$ cat src/verilog/bias_pkg.sv
package bias_pkg;

  //////////////////////////////////////////////////
  // Datapath widths
  //////////////////////////////////////////////////

  localparam int PIXEL_W   = 32;  // Normalized pixel result, signed
  localparam int BIAS_W    = 32;  // Packed bias word
  localparam int ACC_W     = 48;  // Aligned sum
  localparam int FRAC_BITS = 16;  // Fraction bits of the sum, also the largest point

  // Bias word layout
  //   [31]    sign
  //   [30:24] point position P
  //   [23:0]  low value bits
  localparam int BIAS_SIGN_BIT = 31;
  localparam int POINT_LSB     = 24;
  localparam int POINT_W       = 7;
  localparam int VALUE_W       = 24;

  // Shift amount 0..16 after the clamp
  localparam int SHIFT_W = 5;

  //////////////////////////////////////////////////
  // Channels and buffering
  //////////////////////////////////////////////////

  localparam int CHAN_W       = 4;
  localparam int NUM_CHANNELS = 16;  // One bias word each

  localparam int IN_FIFO_DEPTH  = 4;  // Pixel FIFO
  localparam int OUT_FIFO_DEPTH = 4;  // Result FIFO

  // Fill level 0..DEPTH, both FIFOs
  localparam int LEVEL_W = 3;

  //////////////////////////////////////////////////
  // Payload types
  //////////////////////////////////////////////////

  // Pixel with its bias word already looked up
  typedef struct packed {
    logic signed [PIXEL_W-1:0] pixel;  // Integer result from normalize
    logic [BIAS_W-1:0]         bias;   // Raw table word, fields split in bias_add
  } pixel_entry_t;

  // Result word, 32 integer bits over 16 fraction bits
  typedef logic [ACC_W-1:0] acc_t;

endpackage

$ cat src/verilog/bias_add.sv
`timescale 1ns/100ps

module bias_add (
  input  logic                         clk,
  input  logic                         reset,
  // Pixel FIFO read side
  input  logic                         src_empty,
  input  bias_pkg::pixel_entry_t       src_data,
  output logic                         src_pop,
  // Result FIFO write side
  input  logic [bias_pkg::LEVEL_W-1:0] dst_level,
  output logic                         dst_push,
  output bias_pkg::acc_t               dst_data
);

  // Pipeline valid bits, one per stage
  logic s1_valid;
  logic s2_valid;

  // Stage payloads
  bias_pkg::acc_t s1_pixel;  // Pixel times 2^16
  bias_pkg::acc_t s1_bias;   // Bias on the 16-bit fraction grid
  bias_pkg::acc_t s2_sum;

  logic [bias_pkg::LEVEL_W:0] committed;  // Held plus in flight
  logic                       issue;

  bias_pkg::acc_t pixel_aligned;
  bias_pkg::acc_t bias_aligned;

  //////////////////////////////////////////////////
  // Credit check
  //////////////////////////////////////////////////

  // No stall in the pipe, so every issued item needs a slot up front.
  // A pop on the result FIFO only frees room, so the level is safe.
  assign committed = {1'b0, dst_level}
                   + {{bias_pkg::LEVEL_W{1'b0}}, s1_valid}
                   + {{bias_pkg::LEVEL_W{1'b0}}, s2_valid};

  assign issue   = !src_empty && (int'(committed) < bias_pkg::OUT_FIFO_DEPTH);
  assign src_pop = issue;

  //////////////////////////////////////////////////
  // Alignment
  //////////////////////////////////////////////////

  always_comb begin
    logic                          sign;
    logic [bias_pkg::POINT_W-1:0]  point;
    logic [bias_pkg::SHIFT_W-1:0]  pos;
    logic [bias_pkg::SHIFT_W-1:0]  shift;
    logic [bias_pkg::VALUE_W-1:0]  value;
    bias_pkg::acc_t                bias_ext;

    sign  = src_data.bias[bias_pkg::BIAS_SIGN_BIT];
    point = src_data.bias[bias_pkg::POINT_LSB +: bias_pkg::POINT_W];
    value = src_data.bias[bias_pkg::VALUE_W-1:0];

    // P above 16 clamps to 16, i.e. no shift
    if (int'(point) > bias_pkg::FRAC_BITS) begin
      pos = bias_pkg::SHIFT_W'(bias_pkg::FRAC_BITS);
    end else begin
      pos = point[bias_pkg::SHIFT_W-1:0];
    end
    shift = bias_pkg::SHIFT_W'(bias_pkg::FRAC_BITS) - pos;  // 16 - P

    // Sign plus 24 value bits, extended to 48
    bias_ext = {{(bias_pkg::ACC_W - bias_pkg::VALUE_W - 1){sign}}, sign, value};

    bias_aligned  = bias_ext << shift;
    pixel_aligned = {src_data.pixel, {bias_pkg::FRAC_BITS{1'b0}}};  // Integer part up top
  end

  //////////////////////////////////////////////////
  // Pipeline
  //////////////////////////////////////////////////

  // Valid bits, cleared on reset
  always_ff @(posedge clk) begin
    if (reset) begin
      s1_valid <= 1'b0;
      s2_valid <= 1'b0;
    end else begin
      s1_valid <= issue;
      s2_valid <= s1_valid;
    end
  end

  // Stage 1 captures the aligned operands at issue
  always_ff @(posedge clk) begin
    if (issue) begin
      s1_pixel <= pixel_aligned;
      s1_bias  <= bias_aligned;
    end
  end

  // Stage 2, plain add modulo 2^48
  always_ff @(posedge clk) begin
    if (s1_valid) begin
      s2_sum <= s1_pixel + s1_bias;
    end
  end

  assign dst_push = s2_valid;  // Two cycles after issue
  assign dst_data = s2_sum;

endmodule

$ cat src/verilog/bias_stage_top.sv
`timescale 1ns/100ps

module bias_stage_top (
  input  logic                        clk,
  input  logic                        reset,
  // Pixel input link
  input  logic                        in_req,
  input  logic [bias_pkg::PIXEL_W-1:0] in_pixel,
  input  logic [bias_pkg::CHAN_W-1:0]  in_channel,
  output logic                        in_ack,
  // Bias table load
  input  logic                        bias_wr_en,
  input  logic [bias_pkg::CHAN_W-1:0]  bias_wr_channel,
  input  logic [bias_pkg::BIAS_W-1:0]  bias_wr_data,
  // Result output link
  input  logic                        out_ack,
  output logic                        out_req,
  output logic [bias_pkg::ACC_W-1:0]   out_data
);

  //////////////////////////////////////////////////
  // Pixel path
  //////////////////////////////////////////////////

  logic                         pixel_push;
  bias_pkg::pixel_entry_t       pixel_push_data;
  logic                         pixel_full;
  logic                         pixel_pop;
  bias_pkg::pixel_entry_t       pixel_pop_data;
  logic                         pixel_empty;
  logic [bias_pkg::LEVEL_W-1:0] pixel_level;  // Watched by the bound checks

  // Result path
  logic                         result_push;
  bias_pkg::acc_t               result_push_data;
  logic                         result_pop;
  bias_pkg::acc_t               result_pop_data;
  logic                         result_empty;
  logic [bias_pkg::LEVEL_W-1:0] result_level;  // Credit for bias_add

  pixel_receiver pixel_receiver_i (
    .clk, .reset,
    .in_req, .in_pixel, .in_channel, .in_ack,
    .bias_wr_en, .bias_wr_channel, .bias_wr_data,
    .fifo_full      (pixel_full),
    .fifo_push      (pixel_push),
    .fifo_push_data (pixel_push_data)
  );

  stream_fifo #(
    .payload_t (bias_pkg::pixel_entry_t),
    .DEPTH     (bias_pkg::IN_FIFO_DEPTH)
  ) pixel_fifo (
    .clk, .reset,
    .push (pixel_push), .push_data (pixel_push_data), .full (pixel_full),
    .pop  (pixel_pop),  .pop_data  (pixel_pop_data),  .empty (pixel_empty),
    .level (pixel_level)
  );

  //////////////////////////////////////////////////
  // Add and send
  //////////////////////////////////////////////////

  bias_add bias_add_i (
    .clk, .reset,
    .src_empty (pixel_empty), .src_data (pixel_pop_data), .src_pop (pixel_pop),
    .dst_level (result_level),
    .dst_push  (result_push), .dst_data (result_push_data)
  );

  // Full never seen here, issue is credit checked upstream
  stream_fifo #(
    .payload_t (bias_pkg::acc_t),
    .DEPTH     (bias_pkg::OUT_FIFO_DEPTH)
  ) result_fifo (
    .clk, .reset,
    .push (result_push), .push_data (result_push_data), .full (),
    .pop  (result_pop),  .pop_data  (result_pop_data),  .empty (result_empty),
    .level (result_level)
  );

  result_sender result_sender_i (
    .clk, .reset,
    .fifo_empty (result_empty), .fifo_data (result_pop_data), .fifo_pop (result_pop),
    .out_ack, .out_req, .out_data
  );

endmodule

$ cat src/verilog/pixel_receiver.sv
`timescale 1ns/100ps

module pixel_receiver (
  input  logic                              clk,
  input  logic                              reset,
  // Four-phase input link
  input  logic                              in_req,
  input  logic [bias_pkg::PIXEL_W-1:0]      in_pixel,
  input  logic [bias_pkg::CHAN_W-1:0]       in_channel,
  output logic                              in_ack,
  // Bias table write port
  input  logic                              bias_wr_en,
  input  logic [bias_pkg::CHAN_W-1:0]       bias_wr_channel,
  input  logic [bias_pkg::BIAS_W-1:0]       bias_wr_data,
  // Pixel FIFO push side
  input  logic                              fifo_full,
  output logic                              fifo_push,
  output bias_pkg::pixel_entry_t            fifo_push_data
);

  typedef enum logic [1:0] {
    st_idle,     // Waiting for in_req
    st_push,     // Request seen, push once FIFO has room
    st_ack,      // Entry pushed, ack raised
    st_release   // Holding ack until the source lets go
  } rx_state_t;

  rx_state_t state;

  // One bias word per channel
  logic [bias_pkg::BIAS_W-1:0] bias_table [bias_pkg::NUM_CHANNELS];

  //////////////////////////////////////////////////
  // Bias table
  //////////////////////////////////////////////////

  // Written at the edge, so a lookup one cycle later sees it
  always_ff @(posedge clk) begin
    if (bias_wr_en) begin
      bias_table[bias_wr_channel] <= bias_wr_data;
    end
  end

  //////////////////////////////////////////////////
  // Four-phase handshake
  //////////////////////////////////////////////////

  always_ff @(posedge clk) begin
    if (reset) begin
      state <= st_idle;
    end else begin
      case (state)
        st_idle: begin
          if (in_req) state <= st_push;
        end
        st_push: begin
          if (!fifo_full) state <= st_ack;  // Push happens this cycle
        end
        st_ack: begin
          // Source may already have dropped req
          state <= in_req ? st_release : st_idle;
        end
        st_release: begin
          if (!in_req) state <= st_idle;  // Ack falls next cycle
        end
        default: state <= st_idle;
      endcase
    end
  end

  // Exactly one push per request, only with room
  assign fifo_push = (state == st_push) && !fifo_full;

  // Data is stable while in_req is high, so read it straight off the link
  assign fifo_push_data.pixel = in_pixel;
  assign fifo_push_data.bias  = bias_table[in_channel];  // Lookup by channel

  // High from the cycle after the push until req is seen low
  assign in_ack = (state == st_ack) || (state == st_release);

endmodule

$ cat src/verilog/result_sender.sv
`timescale 1ns/100ps

module result_sender (
  input  logic                       clk,
  input  logic                       reset,
  // Result FIFO read side
  input  logic                       fifo_empty,
  input  bias_pkg::acc_t             fifo_data,
  output logic                       fifo_pop,
  // Four-phase output link
  input  logic                       out_ack,
  output logic                       out_req,
  output logic [bias_pkg::ACC_W-1:0] out_data
);

  typedef enum logic [1:0] {
    st_idle,     // Free to take the next result
    st_req,      // Req high, waiting for ack
    st_release   // Req dropped, waiting for ack low
  } tx_state_t;

  tx_state_t state;

  //////////////////////////////////////////////////
  // Handshake FSM
  //////////////////////////////////////////////////

  always_ff @(posedge clk) begin
    if (reset) begin
      state <= st_idle;
    end else begin
      case (state)
        st_idle: begin
          if (!fifo_empty) state <= st_req;  // Pop this cycle
        end
        st_req: begin
          if (out_ack) state <= st_release;
        end
        st_release: begin
          // Cycle closes only once the sink drops ack
          if (!out_ack) state <= st_idle;
        end
        default: state <= st_idle;
      endcase
    end
  end

  assign fifo_pop = (state == st_idle) && !fifo_empty;

  // Held for the whole req/ack cycle
  always_ff @(posedge clk) begin
    if (fifo_pop) begin
      out_data <= fifo_data;
    end
  end

  assign out_req = (state == st_req);  // Rises the cycle after the pop

endmodule

$ cat src/verilog/stream_fifo.sv
`timescale 1ns/100ps

module stream_fifo #(
  parameter type payload_t = logic [7:0],  // Entry type
  parameter int  DEPTH     = 4             // Power of two
) (
  input  logic                         clk,
  input  logic                         reset,
  // Write side
  input  logic                         push,
  input  payload_t                     push_data,
  output logic                         full,
  // Read side, head shown while not empty
  input  logic                         pop,
  output payload_t                     pop_data,
  output logic                         empty,
  output logic [bias_pkg::LEVEL_W-1:0] level
);

  payload_t mem [DEPTH];  // Storage, no reset

  logic [$clog2(DEPTH)-1:0] wr_ptr;
  logic [$clog2(DEPTH)-1:0] rd_ptr;
  logic [bias_pkg::LEVEL_W-1:0] count;  // Entries held, 0..DEPTH

  logic do_push;
  logic do_pop;

  // Requests against a full or empty buffer are dropped
  assign do_push = push && !full;
  assign do_pop  = pop && !empty;

  //////////////////////////////////////////////////
  // Storage
  //////////////////////////////////////////////////

  always_ff @(posedge clk) begin
    if (do_push) begin
      mem[wr_ptr] <= push_data;
    end
  end

  assign pop_data = mem[rd_ptr];  // Head entry

  //////////////////////////////////////////////////
  // Pointers and count
  //////////////////////////////////////////////////

  always_ff @(posedge clk) begin
    if (reset) begin
      wr_ptr <= '0;
      rd_ptr <= '0;
      count  <= '0;
    end else begin
      if (do_push) wr_ptr <= wr_ptr + 1'b1;  // Wraps at DEPTH
      if (do_pop)  rd_ptr <= rd_ptr + 1'b1;
      case ({do_push, do_pop})
        2'b10:   count <= count + 1'b1;
        2'b01:   count <= count - 1'b1;
        default: count <= count;  // Both or neither
      endcase
    end
  end

  assign full  = (int'(count) == DEPTH);
  assign empty = (count == '0);
  assign level = count;

endmodule
$ cat config.mk
export PLATFORM = sky130hd
export DESIGN_NAME = bias_stage_top
export DESIGN_NICKNAME = d
export VERILOG_FILES = /design/src/verilog/bias_pkg.sv /design/src/verilog/bias_add.sv /design/src/verilog/bias_stage_top.sv /design/src/verilog/pixel_receiver.sv /design/src/verilog/result_sender.sv /design/src/verilog/stream_fifo.sv
export SDC_FILE = /design/constraint.sdc
export NUM_CORES = 1
export LEC_CHECK = 0
export BUFFER_PORTS_ARGS = -buffer_cell sky130_fd_sc_hd__buf_4
export CAP_MARGIN = 20
export CORE_ASPECT_RATIO = 0.75
export CORE_MARGIN = 2
export CORE_UTILIZATION = 35
export DETAILED_ROUTE_END_ITERATION = 10
export PLACE_DENSITY = 0.46
export SLEW_MARGIN = 20
export SYNTH_ARGS = -nofsm -noshare
export SYNTH_HDL_FRONTEND = slang
export SYNTH_SLANG_ARGS = --single-unit
$ cat constraint.sdc
create_clock -name clk -period 14.95 [get_ports clk]
set_clock_uncertainty 0.2 [all_clocks]
set_input_delay 2.99 -clock clk [delete_from_list [all_inputs] [get_ports clk]]
set_output_delay 2.99 -clock clk [all_outputs]
set_load 0.01 [all_outputs]
Word level (Yosys, flattened, before mapping) --
Memories as Yosys holds them, arrays and structs flattened. A register that Yosys moved wholly into a read port is not among the register bits. Cells that the tools add are included.
Storage, ports and cells: flip-flop bits (word level) 148, RAM bits 960, output and inout bits 50, word-level logic and storage cells 88, memories 3
Operators by class: add/sub/neg operators 12, order comparisons 2, equal/unequal tests 17, shift operators 1, mux-type cells 20, reduce and logical (&&, ||, !) cells 20
Memory list:
- pixel_receiver_i.bias_table | depth 16, width 32, rd ports 1, clocked after Yosys merged registers in 0, write ports 1, RTL line pixel_receiver.sv:31 | logic [bias_pkg::BIAS_W-1:0] bias_table [bias_pkg::NUM_CHANNELS];
- pixel_fifo.mem | depth 4, width 64, rd ports 1, clocked after Yosys merged registers in 1, write ports 1, RTL line stream_fifo.sv:20 | payload_t mem [DEPTH];
- result_fifo.mem | depth 4, width 48, rd ports 1, clocked after Yosys merged registers in 1, write ports 1, RTL line stream_fifo.sv:20
Operators by type and width (number):
- adder 48 bit | 1
- << shifter 48 x 5 -> 48 bit | 1
- 2-to-1 mux 2 bit | 9
- inequality test 2 bit (second input constant) | 6
- one-hot mux 3 bit (2 select lines) | 2
- == test 2 bit (second input constant) | 5
- adder 2 x 1 -> 2 bit (second input constant) | 4
- == test 2 x 1 -> 1 bit (second input constant) | 4
- one-hot mux 2 bit (4 select lines) | 1
- greater-than comparator 7 x 5 -> 1 bit (second input constant) | 1
- logical AND 1 bit | 7
- adder 3 x 1 -> 3 bit (second input constant) | 2
- == test 3 bit (second input constant) | 2
- zero test 3 bit | 2
- 2-to-1 mux 1 bit | 6
- one-hot mux 2 bit (3 select lines) | 1
- AND reduction 3 bit | 2
- subtractor 3 x 1 -> 3 bit (second input constant) | 2
- 2-to-1 mux 5 bit | 1
- subtractor 5 bit (first input constant) | 1
- adder 3 x 1 -> 4 bit | 1
- adder 4 x 1 -> 4 bit | 1
- zero test 1 bit | 4
- zero test 2 bit | 2
- other kinds (3) | 4

Logic depth before layout (Yosys ltp) --
Gate-level depths: netlist of run 1.
depth after elaboration 7, gate-level depth with buffers 17

Modules after synthesis --
Synthesis of run 1 repeated with hierarchy kept, for this count alone.
Unflattened totals: cell total of the unflattened synthesis 2235, area total of the unflattened synthesis 45620.0 µm²
By module, submodules not included:
- pixel_receiver | times used 1, cells each 847, area each 19515.0 µm², sequential area each 15414.8 µm²
- stream_fifo (pixel_fifo) | times used 1, cells each 388, area each 9785.6 µm², sequential area each 7867.5 µm²
- bias_add | times used 1, cells each 640, area each 7405.9 µm², sequential area each 3883.7 µm²
- stream_fifo (result_fifo) | times used 1, cells each 304, area each 7388.3 µm², sequential area each 5945.7 µm²
- result_sender | times used 1, cells each 56, area each 1525.2 µm², sequential area each 1481.4 µm²

Worst setup path after synthesis of run 1 --
OpenSTA, ideal clock, no wires.
path type register to register, from register bias_add_i.s1_valid, to register pixel_fifo.count, in the netlist pixel_fifo.level[2], setup time 0.071 ns, arrival time 8.691 ns, required time 14.679 ns, slack 5.988 ns, stages on the path, launching flop included 10, clock period less this slack 8.962 ns, path through dfxtp_1 -> a21oi_1 -> nor2_1 -> nor3_1 -> ha_1 -> inv_1 -> fa_1 -> xor2_1 -> or3_1 -> a21oi_1
Between the ends: cells in the longest elaborated chain, start to end 7, elaborated cells on any way between the ends 9, classes of those cells add/sub: 2; order compare: 1; eq/ne: 2; mux: 1; reduce/logical: 3
Ends and longest elaborated chain:
- from (decl) | RTL line bias_add.sv:17 | logic s1_valid;
- from (signal assigned) | RTL line bias_add.sv:85 | s1_valid <= issue;
- adder 3 x 1 -> 4 bit * | RTL line bias_add.sv:38 | + {{bias_pkg::LEVEL_W{1'b0}}, s1_valid}
- adder 4 x 1 -> 4 bit * | RTL line bias_add.sv:39 | + {{bias_pkg::LEVEL_W{1'b0}}, s2_valid};
- < comparator 4 x 3 -> 1 bit * | RTL line bias_add.sv:41 | assign issue = !src_empty && (int'(committed) < bias_pkg::OUT_FIFO_DEPTH);
- logical AND 1 bit * | RTL line bias_add.sv:41
- net bias_add_i.src_pop | RTL line bias_add.sv:9 | output logic src_pop,
- logical AND 1 bit * | RTL line stream_fifo.sv:31 | assign do_pop = pop && !empty;
- == test 2 x 1 -> 1 bit or == test 2 bit (tied branches) | RTL line stream_fifo.sv:57 | case ({do_push, do_pop})
- one-hot mux 3 bit (2 select lines) or nonzero test 2 bit (tied branches)
- to (signal assigned) | RTL line stream_fifo.sv:58 | 2'b10: count <= count + 1'b1;
- to (signal assigned) | RTL line stream_fifo.sv:59 | 2'b01: count <= count - 1'b1;
- to (signal assigned) | RTL line stream_fifo.sv:60 | default: count <= count;
- to (decl) | RTL line stream_fifo.sv:24 | logic [bias_pkg::LEVEL_W-1:0] count;
The timed path passes the listed nets; every way through them passes the cells marked *. A chain may end at the register's enable or synchronous reset.

==> results of run 1 <==
[kinds of logic after synthesis]
group	Yosys count
AOI/OAI and AO/OA	157
muxes	363
xor gates and xnor gates	42
and+or+nand+nor	229
DFF	1158
buffers and inverters	117
adders and majority gates	46
[synthesized netlist by cell type (3+ instances only)]
cell type / number
sky130_fd_sc_hd__a2111oi_0: 3
sky130_fd_sc_hd__a211o_1: 3
sky130_fd_sc_hd__a211oi_1: 9
sky130_fd_sc_hd__a21o_1: 12
sky130_fd_sc_hd__a21oi_1: 40
sky130_fd_sc_hd__a2bb2oi_1: 4
sky130_fd_sc_hd__a31oi_1: 7
sky130_fd_sc_hd__and2_1: 17
sky130_fd_sc_hd__buf_1: 23
sky130_fd_sc_hd__buf_2: 14
sky130_fd_sc_hd__buf_6: 3
sky130_fd_sc_hd__clkbuf_1: 50
sky130_fd_sc_hd__dfxtp_1: 22
sky130_fd_sc_hd__edfxtp_1: 1136
sky130_fd_sc_hd__fa_1: 3
sky130_fd_sc_hd__ha_1: 43
sky130_fd_sc_hd__inv_1: 26
sky130_fd_sc_hd__mux2_2: 26
sky130_fd_sc_hd__mux2i_1: 61
sky130_fd_sc_hd__mux4_2: 275
sky130_fd_sc_hd__nand2_1: 51
sky130_fd_sc_hd__nand2b_1: 6
sky130_fd_sc_hd__nand3_1: 18
sky130_fd_sc_hd__nand3b_1: 4
sky130_fd_sc_hd__nor2_1: 83
sky130_fd_sc_hd__nor2b_1: 10
sky130_fd_sc_hd__nor3_1: 19
sky130_fd_sc_hd__o211ai_1: 5
sky130_fd_sc_hd__o21a_1: 9
sky130_fd_sc_hd__o21ai_0: 34
sky130_fd_sc_hd__o21bai_1: 6
sky130_fd_sc_hd__o221ai_1: 5
sky130_fd_sc_hd__o22ai_1: 11
sky130_fd_sc_hd__or3_1: 7
sky130_fd_sc_hd__xnor2_1: 24
sky130_fd_sc_hd__xor2_1: 16
[per-layer routing]
layer,global-route usage,up-vias
li1,-,9171
met1,0.2376,11260
met2,0.2511,486
met3,0.03769,140
met4,0.03947,6
met5,0,-
[per-stage QoR]
step	hold slack, ns	total power (uW)
6_report	0.1822	9796
4_1_cts	0.1813	9909
3_3_place_gp	0.2063	6985
2_1_floorplan	0.2003	6020
3_5_place_dp	0.2063	7014
5_1_grt	0.1862	10290
[final cells by class]
class	count	area (um^2)	area share
antenna	1	2.502	0.00004789
timing repair buffer	170	1315	0.02516
tap	1740	2177	0.04166
inverter	27	101.3	0.001939
clock inverter	73	842.1	0.01611
multi-input combinational	837	10330	0.1977
sequential	1158	34570	0.6615
clock buffer	137	2918	0.05584
[state kept, by name (all words and copies together), names as in the netlist, named ones only]
register / flops
result_sender_i.out_data: 48
pixel_receiver_i.bias_table: 512
bias_add_i.s1_valid: 1
bias_add_i.s1_pixel: 32
pixel_fifo.wr_ptr: 2
result_fifo.wr_ptr: 2
pixel_fifo.mem: 256
result_fifo.mem: 192
pixel_fifo.level: 3
bias_add_i.s1_bias: 48
bias_add_i.dst_push: 1
result_fifo.level: 3
pixel_receiver_i.state: 2
result_fifo.rd_ptr: 2
pixel_fifo.rd_ptr: 2
result_sender_i.state: 2
bias_add_i.dst_data: 48
[worst min-delay path by stage]
| stage | start | endpoint | slack, ns |
|---|---|---|---|
| after global routing | bias_add_i.s1_bias[3]$_SDFFCE_PP0P_ | bias_add_i.dst_data[3]$_DFFE_PP_ | 0.19 |
| after floorplan | bias_add_i.s1_bias[0]$_SDFFCE_PP0P_ | bias_add_i.dst_data[0]$_DFFE_PP_ | 0.20 |
| after detailed placement | bias_add_i.s1_bias[6]$_SDFFCE_PP0P_ | bias_add_i.dst_data[6]$_DFFE_PP_ | 0.21 |
| after CTS | bias_add_i.s1_bias[3]$_SDFFCE_PP0P_ | bias_add_i.dst_data[3]$_DFFE_PP_ | 0.18 |
| final | bias_add_i.s1_bias[3]$_SDFFCE_PP0P_ | bias_add_i.dst_data[3]$_DFFE_PP_ | 0.18 |
| after global placement | bias_add_i.s1_bias[2]$_SDFFCE_PP0P_ | bias_add_i.dst_data[2]$_DFFE_PP_ | 0.21 |
[critical path: cells and delay by family]
kind / cells / cell delay [ns]
buf+inv: 3 / 1.87
mux: 2 / 0.94
[power breakdown]
part           internal, uW  switching (uW)  total (uW)
clock network          1640            1230        2870
registers              4210             254        4470
logic                   942            1520        2460
==> impl_summary.txt, run 1 <==
----------------------------------------------------
[Status]
  Status ... finished clean

[Die]
  Die height ... 315.3 um
  Standard cell core area ... 128500 um^2
  Die Outline Area ... 132100 um^2
  Die extent in x ... 419.0 um
  # IOs ... 127
  Initial cell density of the core ... 0.3518
  Row cnt ... 114

[Synthesis]
  Share of the synthesized netlist area taken by xor and xnor gates ... 0.008716
  YS warnings ... 0
  Number of instances in the synthesized netlist ... 2112
  Sequential share of the synthesized area ... 0.7642
  Most used DFF post-synth ... sky130_fd_sc_hd__edfxtp_1
  Cell taking the most area after synthesis ... sky130_fd_sc_hd__edfxtp_1
  Syn Nets ... around 2200
  Unique cell type count in the Yosys netlist ... 58
  Compound-gate portion of the synthesized area ... 0.02219
  Adder and majority cell fraction of the synthesized area ... 0.01323
  Post-synth EDFFs ... 1136
  Synthesized area divided by synthesized cell count ... around 21 um^2
  Portion of netlist area occupied by mux cells ... 0.1573
  Top-area cell type share of the netlist area ... 0.7544
  Number of storage elements in the synthesis netlist ... 1158
  Synth Area in Simple Gates ... 0.02385
  Area of the mapped netlist ... about 45000 um^2
  Synth area leaders ... sky130_fd_sc_hd__edfxtp_1 75%, sky130_fd_sc_hd__mux4_2 14%, sky130_fd_sc_hd__mux2i_1 1.4%
  Main combinational cell family by area after synthesis ... multiplexers
  Share of synthesized registers carrying an async set or reset ... 0

[Layout]
  Fraction of layout cells with a size suffix above 1 ... 0.2818
  Leading cell types in the layout, fill and taps excluded ... 1136 x sky130_fd_sc_hd__edfxtp_1, 275 x sky130_fd_sc_hd__mux4_2, 167 x sky130_fd_sc_hd__buf_4
  Synth-to-Final Area Change ... 15.57%
  Most frequent standard cell in the layout excluding fill and tap cells ... sky130_fd_sc_hd__edfxtp_1
  Layout Cell Area excl Fill ... 52260 um^2
  Core occupancy in the finished layout ... 0.4066
  Final std cells w/o fill ... roughly 4100
  Filler cells ... about 11000
  Number of nets in the final layout ... 2430

[Setup path]
  Critical path destination ... pixel_fifo.mem[2][15]$_DFFE_PP_
  Required time of the worst setup path ... 15.18 ns
  R2R setup slack ... 9.46 ns
  Arrival time of the worst setup path ... 5.90 ns
  FF-to-FF path depth ... 11
  Cell Chain, Critical Path ... buf_4 -> buf_4 -> buf_4 -> mux4_2 -> mux4_2
  Reg-to-Reg End ... bias_add_i.s1_bias[17]$_DFFE_PP_
  Path type of the worst setup path ... in -> reg
  Crit path max fanout ... 52
  Type of element launching the critical path ... input port
  Most numerous cell on the critical path ... sky130_fd_sc_hd__buf_4
  Start point of the critical path ... in_channel[1]
  Critical Path Sink Type ... flip-flop
  Crit-path max cell delay ... 0.75 ns
  Standard cell with the maximum stage delay on the critical path ... sky130_fd_sc_hd__buf_4

[GRT]
  Global router's overall resource usage ... 0.1639
  Vias in the first global route ... 21830
  Antenna violations before repair ... 9
  Maximum number of pins on one net before global-route repair ... 70
  First-pass GRT wire length ... 155300 um
  Total gr overflow ... 0

[Timing]
  Highest attainable clock frequency ... between 150 and 200 MHz
  Total count of hold-check failures in the final report ... 0
  Setup total negative slack ... 0 ns
  Max-slew headroom at the worst pin ... 0.3284
  Final setup fails ... 0
  Min setup slack post-route ... 9.274 ns
  Period Utilization, post-route ... 0.3797
  Slew of the pin with the lowest slew margin ... 1.007 ns
  Final Max Slew Viols ... 0
  RSZ-0062 raised after global routing ... false
  Post-route minimum period ... 5.676 ns

[Pwr]
  Largest vdd supply drop ... around 0.00011 V
  Leakage dissipation ... 0.01672 uW
  Power density of the placed cells ... 187.5 nW/um^2

[Drt]
  Wire length on met2 ... just under 50000 um
  Via count of the routed design ... ~21000
  Highest metal layer used by the detailed router ... met5
  Pre-antenna DRT Iters ... 5
  First-iteration detailed-routing DRC count ... ~1800
  Residual DRC count ... 0
  Total length of routed wires ... 107300 um
  Routed wirelength normalized by instance count ... 25.90 um
  DRT antenna net count ... 0
  Routed metal-1 wire length ... 49660 um
  Routed length on met3 ... between 5000 and 6000 um
  Routed vias/inst ... 5.083

[Clocking]
  Root Buffer Master ... sky130_fd_sc_hd__clkbuf_16
  TritonCTS clock tree ... done
  Num CTS Buffers ... about 110
  Clock buffer depth ... 3
  CTS HTree Levels ... 3
  Clock latency on the worst-skew pair ... 0.73 ns
  Post-CTS Repair Setup Buffers ... 0
  Clock Pin Slew Worst Setup and Hold Paths ... 0.06 ns
  Number of sinks on the clock net ... 1158
  # hold bufs at CTS ... 0
  Number of cells upsized or downsized after cts ... 0

[Place]
  Pre-CTS worst setup slack ... around 8.5 ns
  Post-detailed-placement cell area ... 48450 um^2
  Count of placed standard cells including taps ... 3930
  Placed wire-length estimate after detailed placement ... 60460 um
  Final weighted congestion in routability-driven placement ... 0.8114
  Port Buffer Count ... 126

[Min path]
  Depth of the worst hold-timing path ... 0
  Hold Crit Class ... reg -> reg

[Job]
  # Max-Cap Violations ... 0

----------------------------------------------------
Power figures use the tool's default switching activity.
==> run 2: changes to the inputs <==
--- a/config.mk
+++ b/config.mk
@@ -5,13 +5,14 @@
 export SDC_FILE = /design/constraint.sdc
 export NUM_CORES = 1
 export LEC_CHECK = 0
+export ABC_AREA = 1
 export BUFFER_PORTS_ARGS = -buffer_cell sky130_fd_sc_hd__buf_4
 export CAP_MARGIN = 20
 export CORE_ASPECT_RATIO = 0.75
 export CORE_MARGIN = 2
 export CORE_UTILIZATION = 35
 export DETAILED_ROUTE_END_ITERATION = 10
-export PLACE_DENSITY = 0.46
+export PLACE_DENSITY = 0.48
 export SLEW_MARGIN = 20
 export SYNTH_ARGS = -nofsm -noshare
 export SYNTH_HDL_FRONTEND = slang
==> constraint.sdc (replaced) <==
create_clock -name clk -period 4.8 [get_ports clk]
set_clock_uncertainty 0.2 [all_clocks]
set_input_delay 0.96 -clock clk [delete_from_list [all_inputs] [get_ports clk]]
set_output_delay 0.96 -clock clk [all_outputs]
set_load 0.01 [all_outputs]
==> run 2 against run 1 <==
  * Synthesized cell count increased by 65%
  * Register-to-register slack got worse by 8.7 ns
  * Cell area increased by 2.7%
==> impl_summary.txt, run 2 <==
----------------------------------------------------
[Place]
  Count of placed standard cells including taps ... 5261 (was 3930)
  Final weighted congestion in routability-driven placement ... 0.8617 (was 0.8114)
  Placed wire-length estimate after detailed placement ... 71370 um (was 60460 um)
  Post-detailed-placement cell area ... 50090 um^2 (was 48450 um^2)
  Port Buffer Count ... 126 (unchanged)

[Clocking]
  Clock buffer depth ... 3 (unchanged)
  Number of sinks on the clock net ... 1158 (unchanged)
  Clock Pin Slew Worst Setup and Hold Paths ... 0.06 ns (about the same)
  Post-CTS Repair Setup Buffers ... 0 (unchanged)
  Root Buffer Master ... sky130_fd_sc_hd__clkbuf_16 (unchanged)
  CTS HTree Levels ... 3 (unchanged)
  Num CTS Buffers ... 114 (was 113)
  TritonCTS clock tree ... done (unchanged)
  # hold bufs at CTS ... 0 (unchanged)
  Clock latency on the worst-skew pair ... 0.76 ns (was 0.73 ns)
  Number of cells upsized or downsized after cts ... 0 (unchanged)

[Job]
  # Max-Cap Violations ... 0 (unchanged)

[Die]
  Die extent in x ... 426.5 um (was 419.0 um)
  Row cnt ... 116 (was 114)
  Initial cell density of the core ... 0.3520 (was 0.3518)
  Die Outline Area ... 136800 um^2 (was 132100 um^2)
  Die height ... 320.8 um (was 315.3 um)
  Standard cell core area ... 133100 um^2 (was 128500 um^2)
  # IOs ... 127 (unchanged)

[Setup path]
  Type of element launching the critical path ... flip-flop (was input port)
  R2R setup slack ... 0.76 ns (was 9.46 ns)
  Cell Chain, Critical Path ... buf_4 -> nand2_1 -> nand3_1 -> nand2_1 -> inv_2 -> nand3_4 -> ha_1 -> nand3_2 -> nand2_4 -> inv_2 -> nand3_1 -> nand2_1 -> nand2_1 -> nand3_1 -> nand2_1 (was buf_4 -> buf_4 -> buf_4 -> mux4_2 -> mux4_2)
  Most numerous cell on the critical path ... sky130_fd_sc_hd__nand2_1 (was sky130_fd_sc_hd__buf_4)
  Path type of the worst setup path ... reg -> reg (was in -> reg)
  FF-to-FF path depth ... 15 (was 11)
  Reg-to-Reg End ... bias_add_i.s1_bias[25]$_DFFE_PP_ (was bias_add_i.s1_bias[17]$_DFFE_PP_)
  Required time of the worst setup path ... 5.09 ns (was 15.18 ns)
  Largest delay contributor family on the critical path ... simple AND/OR/NAND/NOR gates (was buffers and inverters)
  Arrival time of the worst setup path ... 4.33 ns (was 5.90 ns)
  Critical Path Sink Type ... flip-flop (unchanged)
  Crit path max fanout ... 29 (was 52)
  Crit-path max cell delay ... 0.55 ns (was 0.75 ns)
  Buffer and inverter count on the worst path ... 3 (unchanged)
  Standard cell with the maximum stage delay on the critical path ... sky130_fd_sc_hd__dfxtp_4 (was sky130_fd_sc_hd__buf_4)

[Drt]
  Via count of the routed design ... 27580 (was 21060)
  Pre-antenna DRT Iters ... 6 (was 5)
  Residual DRC count ... 0 (unchanged)
  Routed vias/inst ... 5.040 (was 5.083)
  Routed wirelength normalized by instance count ... 21.90 um (was 25.90 um)
  Total length of routed wires ... 119800 um (was 107300 um)
  DRT antenna net count ... 0 (unchanged)
  First-iteration detailed-routing DRC count ... 2381 (was 1777)

[Synthesis]
  Area of the mapped netlist ... 46850 um^2 (was 45220 um^2)
  Cell taking the most area after synthesis ... sky130_fd_sc_hd__edfxtp_1 (unchanged)
  Dominant cell by count in the synthesized netlist ... sky130_fd_sc_hd__edfxtp_1 (unchanged)
  List of most frequent post-synthesis cells ... 1136 x sky130_fd_sc_hd__edfxtp_1, 365 x sky130_fd_sc_hd__o21ai_0, 310 x sky130_fd_sc_hd__nand2_1, 284 x sky130_fd_sc_hd__nor2_1, 264 x sky130_fd_sc_hd__nand3_1 (was 1136 x sky130_fd_sc_hd__edfxtp_1, 275 x sky130_fd_sc_hd__mux4_2, 83 x sky130_fd_sc_hd__nor2_1, 61 x sky130_fd_sc_hd__mux2i_1, 51 x sky130_fd_sc_hd__nand2_1)
  Number of instances in the synthesized netlist ... 3488 (was 2112)
  YS warnings ... 0 (unchanged)
  Top-area cell type share of the netlist area ... 0.7282 (was 0.7544)
  Synth area leaders ... sky130_fd_sc_hd__edfxtp_1 73%, sky130_fd_sc_hd__o21ai_0 3.9%, sky130_fd_sc_hd__nand3_1 2.8% (was sky130_fd_sc_hd__edfxtp_1 75%, sky130_fd_sc_hd__mux4_2 14%, sky130_fd_sc_hd__mux2i_1 1.4%)
  Most used DFF post-synth ... sky130_fd_sc_hd__edfxtp_1 (unchanged)
  Number of storage elements in the synthesis netlist ... 1158 (unchanged)
  Unique cell type count in the Yosys netlist ... 49 (was 58)
  Syn Nets ... 3611 (was 2235)
  Synthesized area divided by synthesized cell count ... 13.43 um^2 (was 21.41 um^2)
  Post-synth EDFFs ... 1136 (unchanged)
  Sequential share of the synthesized area ... 0.7376 (was 0.7642)
  Share of synthesized registers carrying an async set or reset ... 0 (unchanged)

[Timing]
  RSZ-0062 raised after global routing ... false (unchanged)
  Post-route minimum period ... 4.040 ns
  Slew of the pin with the lowest slew margin ... 1.045 ns (was 1.007 ns)
  Max-slew headroom at the worst pin ... 0.3033 (was 0.3284)
  Total count of hold-check failures in the final report ... 0 (unchanged)
  Setup total negative slack ... 0 ns (unchanged)
  Hold_ws ... 0.2144 ns (was 0.1822 ns)
  Period Utilization, post-route ... 0.8417
  Final Max Slew Viols ... 0 (unchanged)
  Final setup fails ... 0 (unchanged)
  Highest attainable clock frequency ... 247.5 MHz

[Pwr]
  Net Switching ... 11600 uW (was 2998 uW)
  Largest vdd supply drop ... 0.0004044 V (was 0.0001135 V)
  Clock network fraction of design power ... 0.263 (was 0.293)
  Leakage dissipation ... 0.01872 uW (was 0.01672 uW)
  Part of the total power dissipated in combinational logic ... 0.302 (was 0.251)
  Relative contribution of sequential cells to total power ... 0.435 (was 0.456)
  Proportion of total power due to net switching ... 0.3555 (was 0.3060)
  Int Pwr ... 21030 uW (was 6798 uW)
  Power density of the placed cells ... 607.9 nW/um^2 (was 187.5 nW/um^2)

[GRT]
  Total gr overflow ... 0 (unchanged)
  First-pass GRT wire length ... 177700 um (was 155300 um)
  Global router's overall resource usage ... 0.1738 (was 0.1639)
  Maximum number of pins on one net before global-route repair ... 98 (was 70)
  Vias in the first global route ... 26280 (was 21830)
  Antenna violations before repair ... 5 (was 9)

[Min path]
  Hold Crit Class ... reg -> reg (unchanged)
  Worst min-delay path startpoint ... bias_add_i.s1_bias[7]$_SDFFCE_PP0P_ (was bias_add_i.s1_bias[3]$_SDFFCE_PP0P_)
  Depth of the worst hold-timing path ... 0 (unchanged)
  Min-Delay Endpoint ... bias_add_i.dst_data[7]$_DFFE_PP_ (was bias_add_i.dst_data[3]$_DFFE_PP_)

[Status]
  Status ... finished clean (unchanged)

[Layout]
  Register with the most flip-flops ... pixel_receiver_i.bias_table (unchanged)
  Most frequent standard cell in the layout excluding fill and tap cells ... sky130_fd_sc_hd__edfxtp_1 (unchanged)
  Leading cell types in the layout, fill and taps excluded ... 1136 x sky130_fd_sc_hd__edfxtp_1, 365 x sky130_fd_sc_hd__o21ai_0, 310 x sky130_fd_sc_hd__nand2_1 (was 1136 x sky130_fd_sc_hd__edfxtp_1, 275 x sky130_fd_sc_hd__mux4_2, 167 x sky130_fd_sc_hd__buf_4)
  Final std cells w/o fill ... 5472 (was 4143)
  Layout Cell Area excl Fill ... 53680 um^2 (was 52260 um^2)
  Fraction of layout cells with a size suffix above 1 ... 0.1122 (was 0.2818)
  Filler cells ... 12280 (was 11250)
  Number of nets in the final layout ... 3731 (was 2430)
  Top Registers ... pixel_receiver_i.bias_table: 512 flops, pixel_fifo.mem: 256 flops, result_fifo.mem: 192 flops (unchanged)
  Number of flip-flops in the largest register ... 512 (unchanged)
  Synth-to-Final Area Change ... 14.58% (was 15.57%)
  Core occupancy in the finished layout ... 0.4033 (was 0.4066)

----------------------------------------------------
[run 2: logic make-up after synthesis]
| group | Yosys count | synth area share |
|---|---|---|
| muxes | 128 | 0.02735 |
| adders and majority gates | 46 | 0.01277 |
| buffers and inverters | 416 | 0.03547 |
| and+or+nand+nor | 908 | 0.08378 |
| DFF | 1158 | 0.7376 |
| AOI/OAI and AO/OA | 802 | 0.09706 |
| xor gates and xnor gates | 30 | 0.006010 |
[run 2: area by class of cell]
type | instances | area [um^2] | area share
diodes | 2 | 5.005 | 0.00009324
clock buffers | 135 | 2974 | 0.05541
clock inverters | 73 | 584.3 | 0.01089
inverters | 223 | 842.1 | 0.01569
multi-input cells | 1914 | 10840 | 0.2020
flip-flops and latches | 1158 | 34560 | 0.6438
well taps | 1770 | 2215 | 0.04126
repair buffers | 197 | 1657 | 0.03086
[run 2: power by group through the flow]
stage / Clock, uW / Combinational [uW] / Sequential, uW
final: 8570 / 9860 / 14200
after global routing: 9190 / 11000 / 14300
after CTS: 8810 / 9830 / 14200
after detailed placement: 0 / 9800 / 14400
after global placement: 0 / 9800 / 14500
after floorplan: 0 / 6470 / 14100
[run 2: worst max-delay path by stage]
stage	cells past startpoint	to
2_1_floorplan	10	pixel_fifo.level[2]$_SDFFE_PP0P_
3_3_place_gp	15	bias_add_i.s1_bias[26]$_DFFE_PP_
3_5_place_dp	15	bias_add_i.s1_bias[25]$_DFFE_PP_
4_1_cts	15	bias_add_i.s1_bias[25]$_DFFE_PP_
5_1_grt	15	bias_add_i.s1_bias[41]$_DFFE_PP_
6_report	15	bias_add_i.s1_bias[25]$_DFFE_PP_
[run 2: metal layers]
layer | GRT usage | routed length, um
met3 | 0.03163 | 5833
met5 | 0 | 0
met4 | 0.04594 | 3014
met1 | 0.2642 | 59160
met2 | 0.2542 | 51820
[run 2: through the flow]
stage | worst slack, ns | power (uW)
finish | 0.7598 | 32630
global route | 0.4233 | 34520
global placement | 0.8018 | 24250
detailed placement | 0.8092 | 24250
CTS | 0.8346 | 32880
floorplan | 0.08843 | 20600
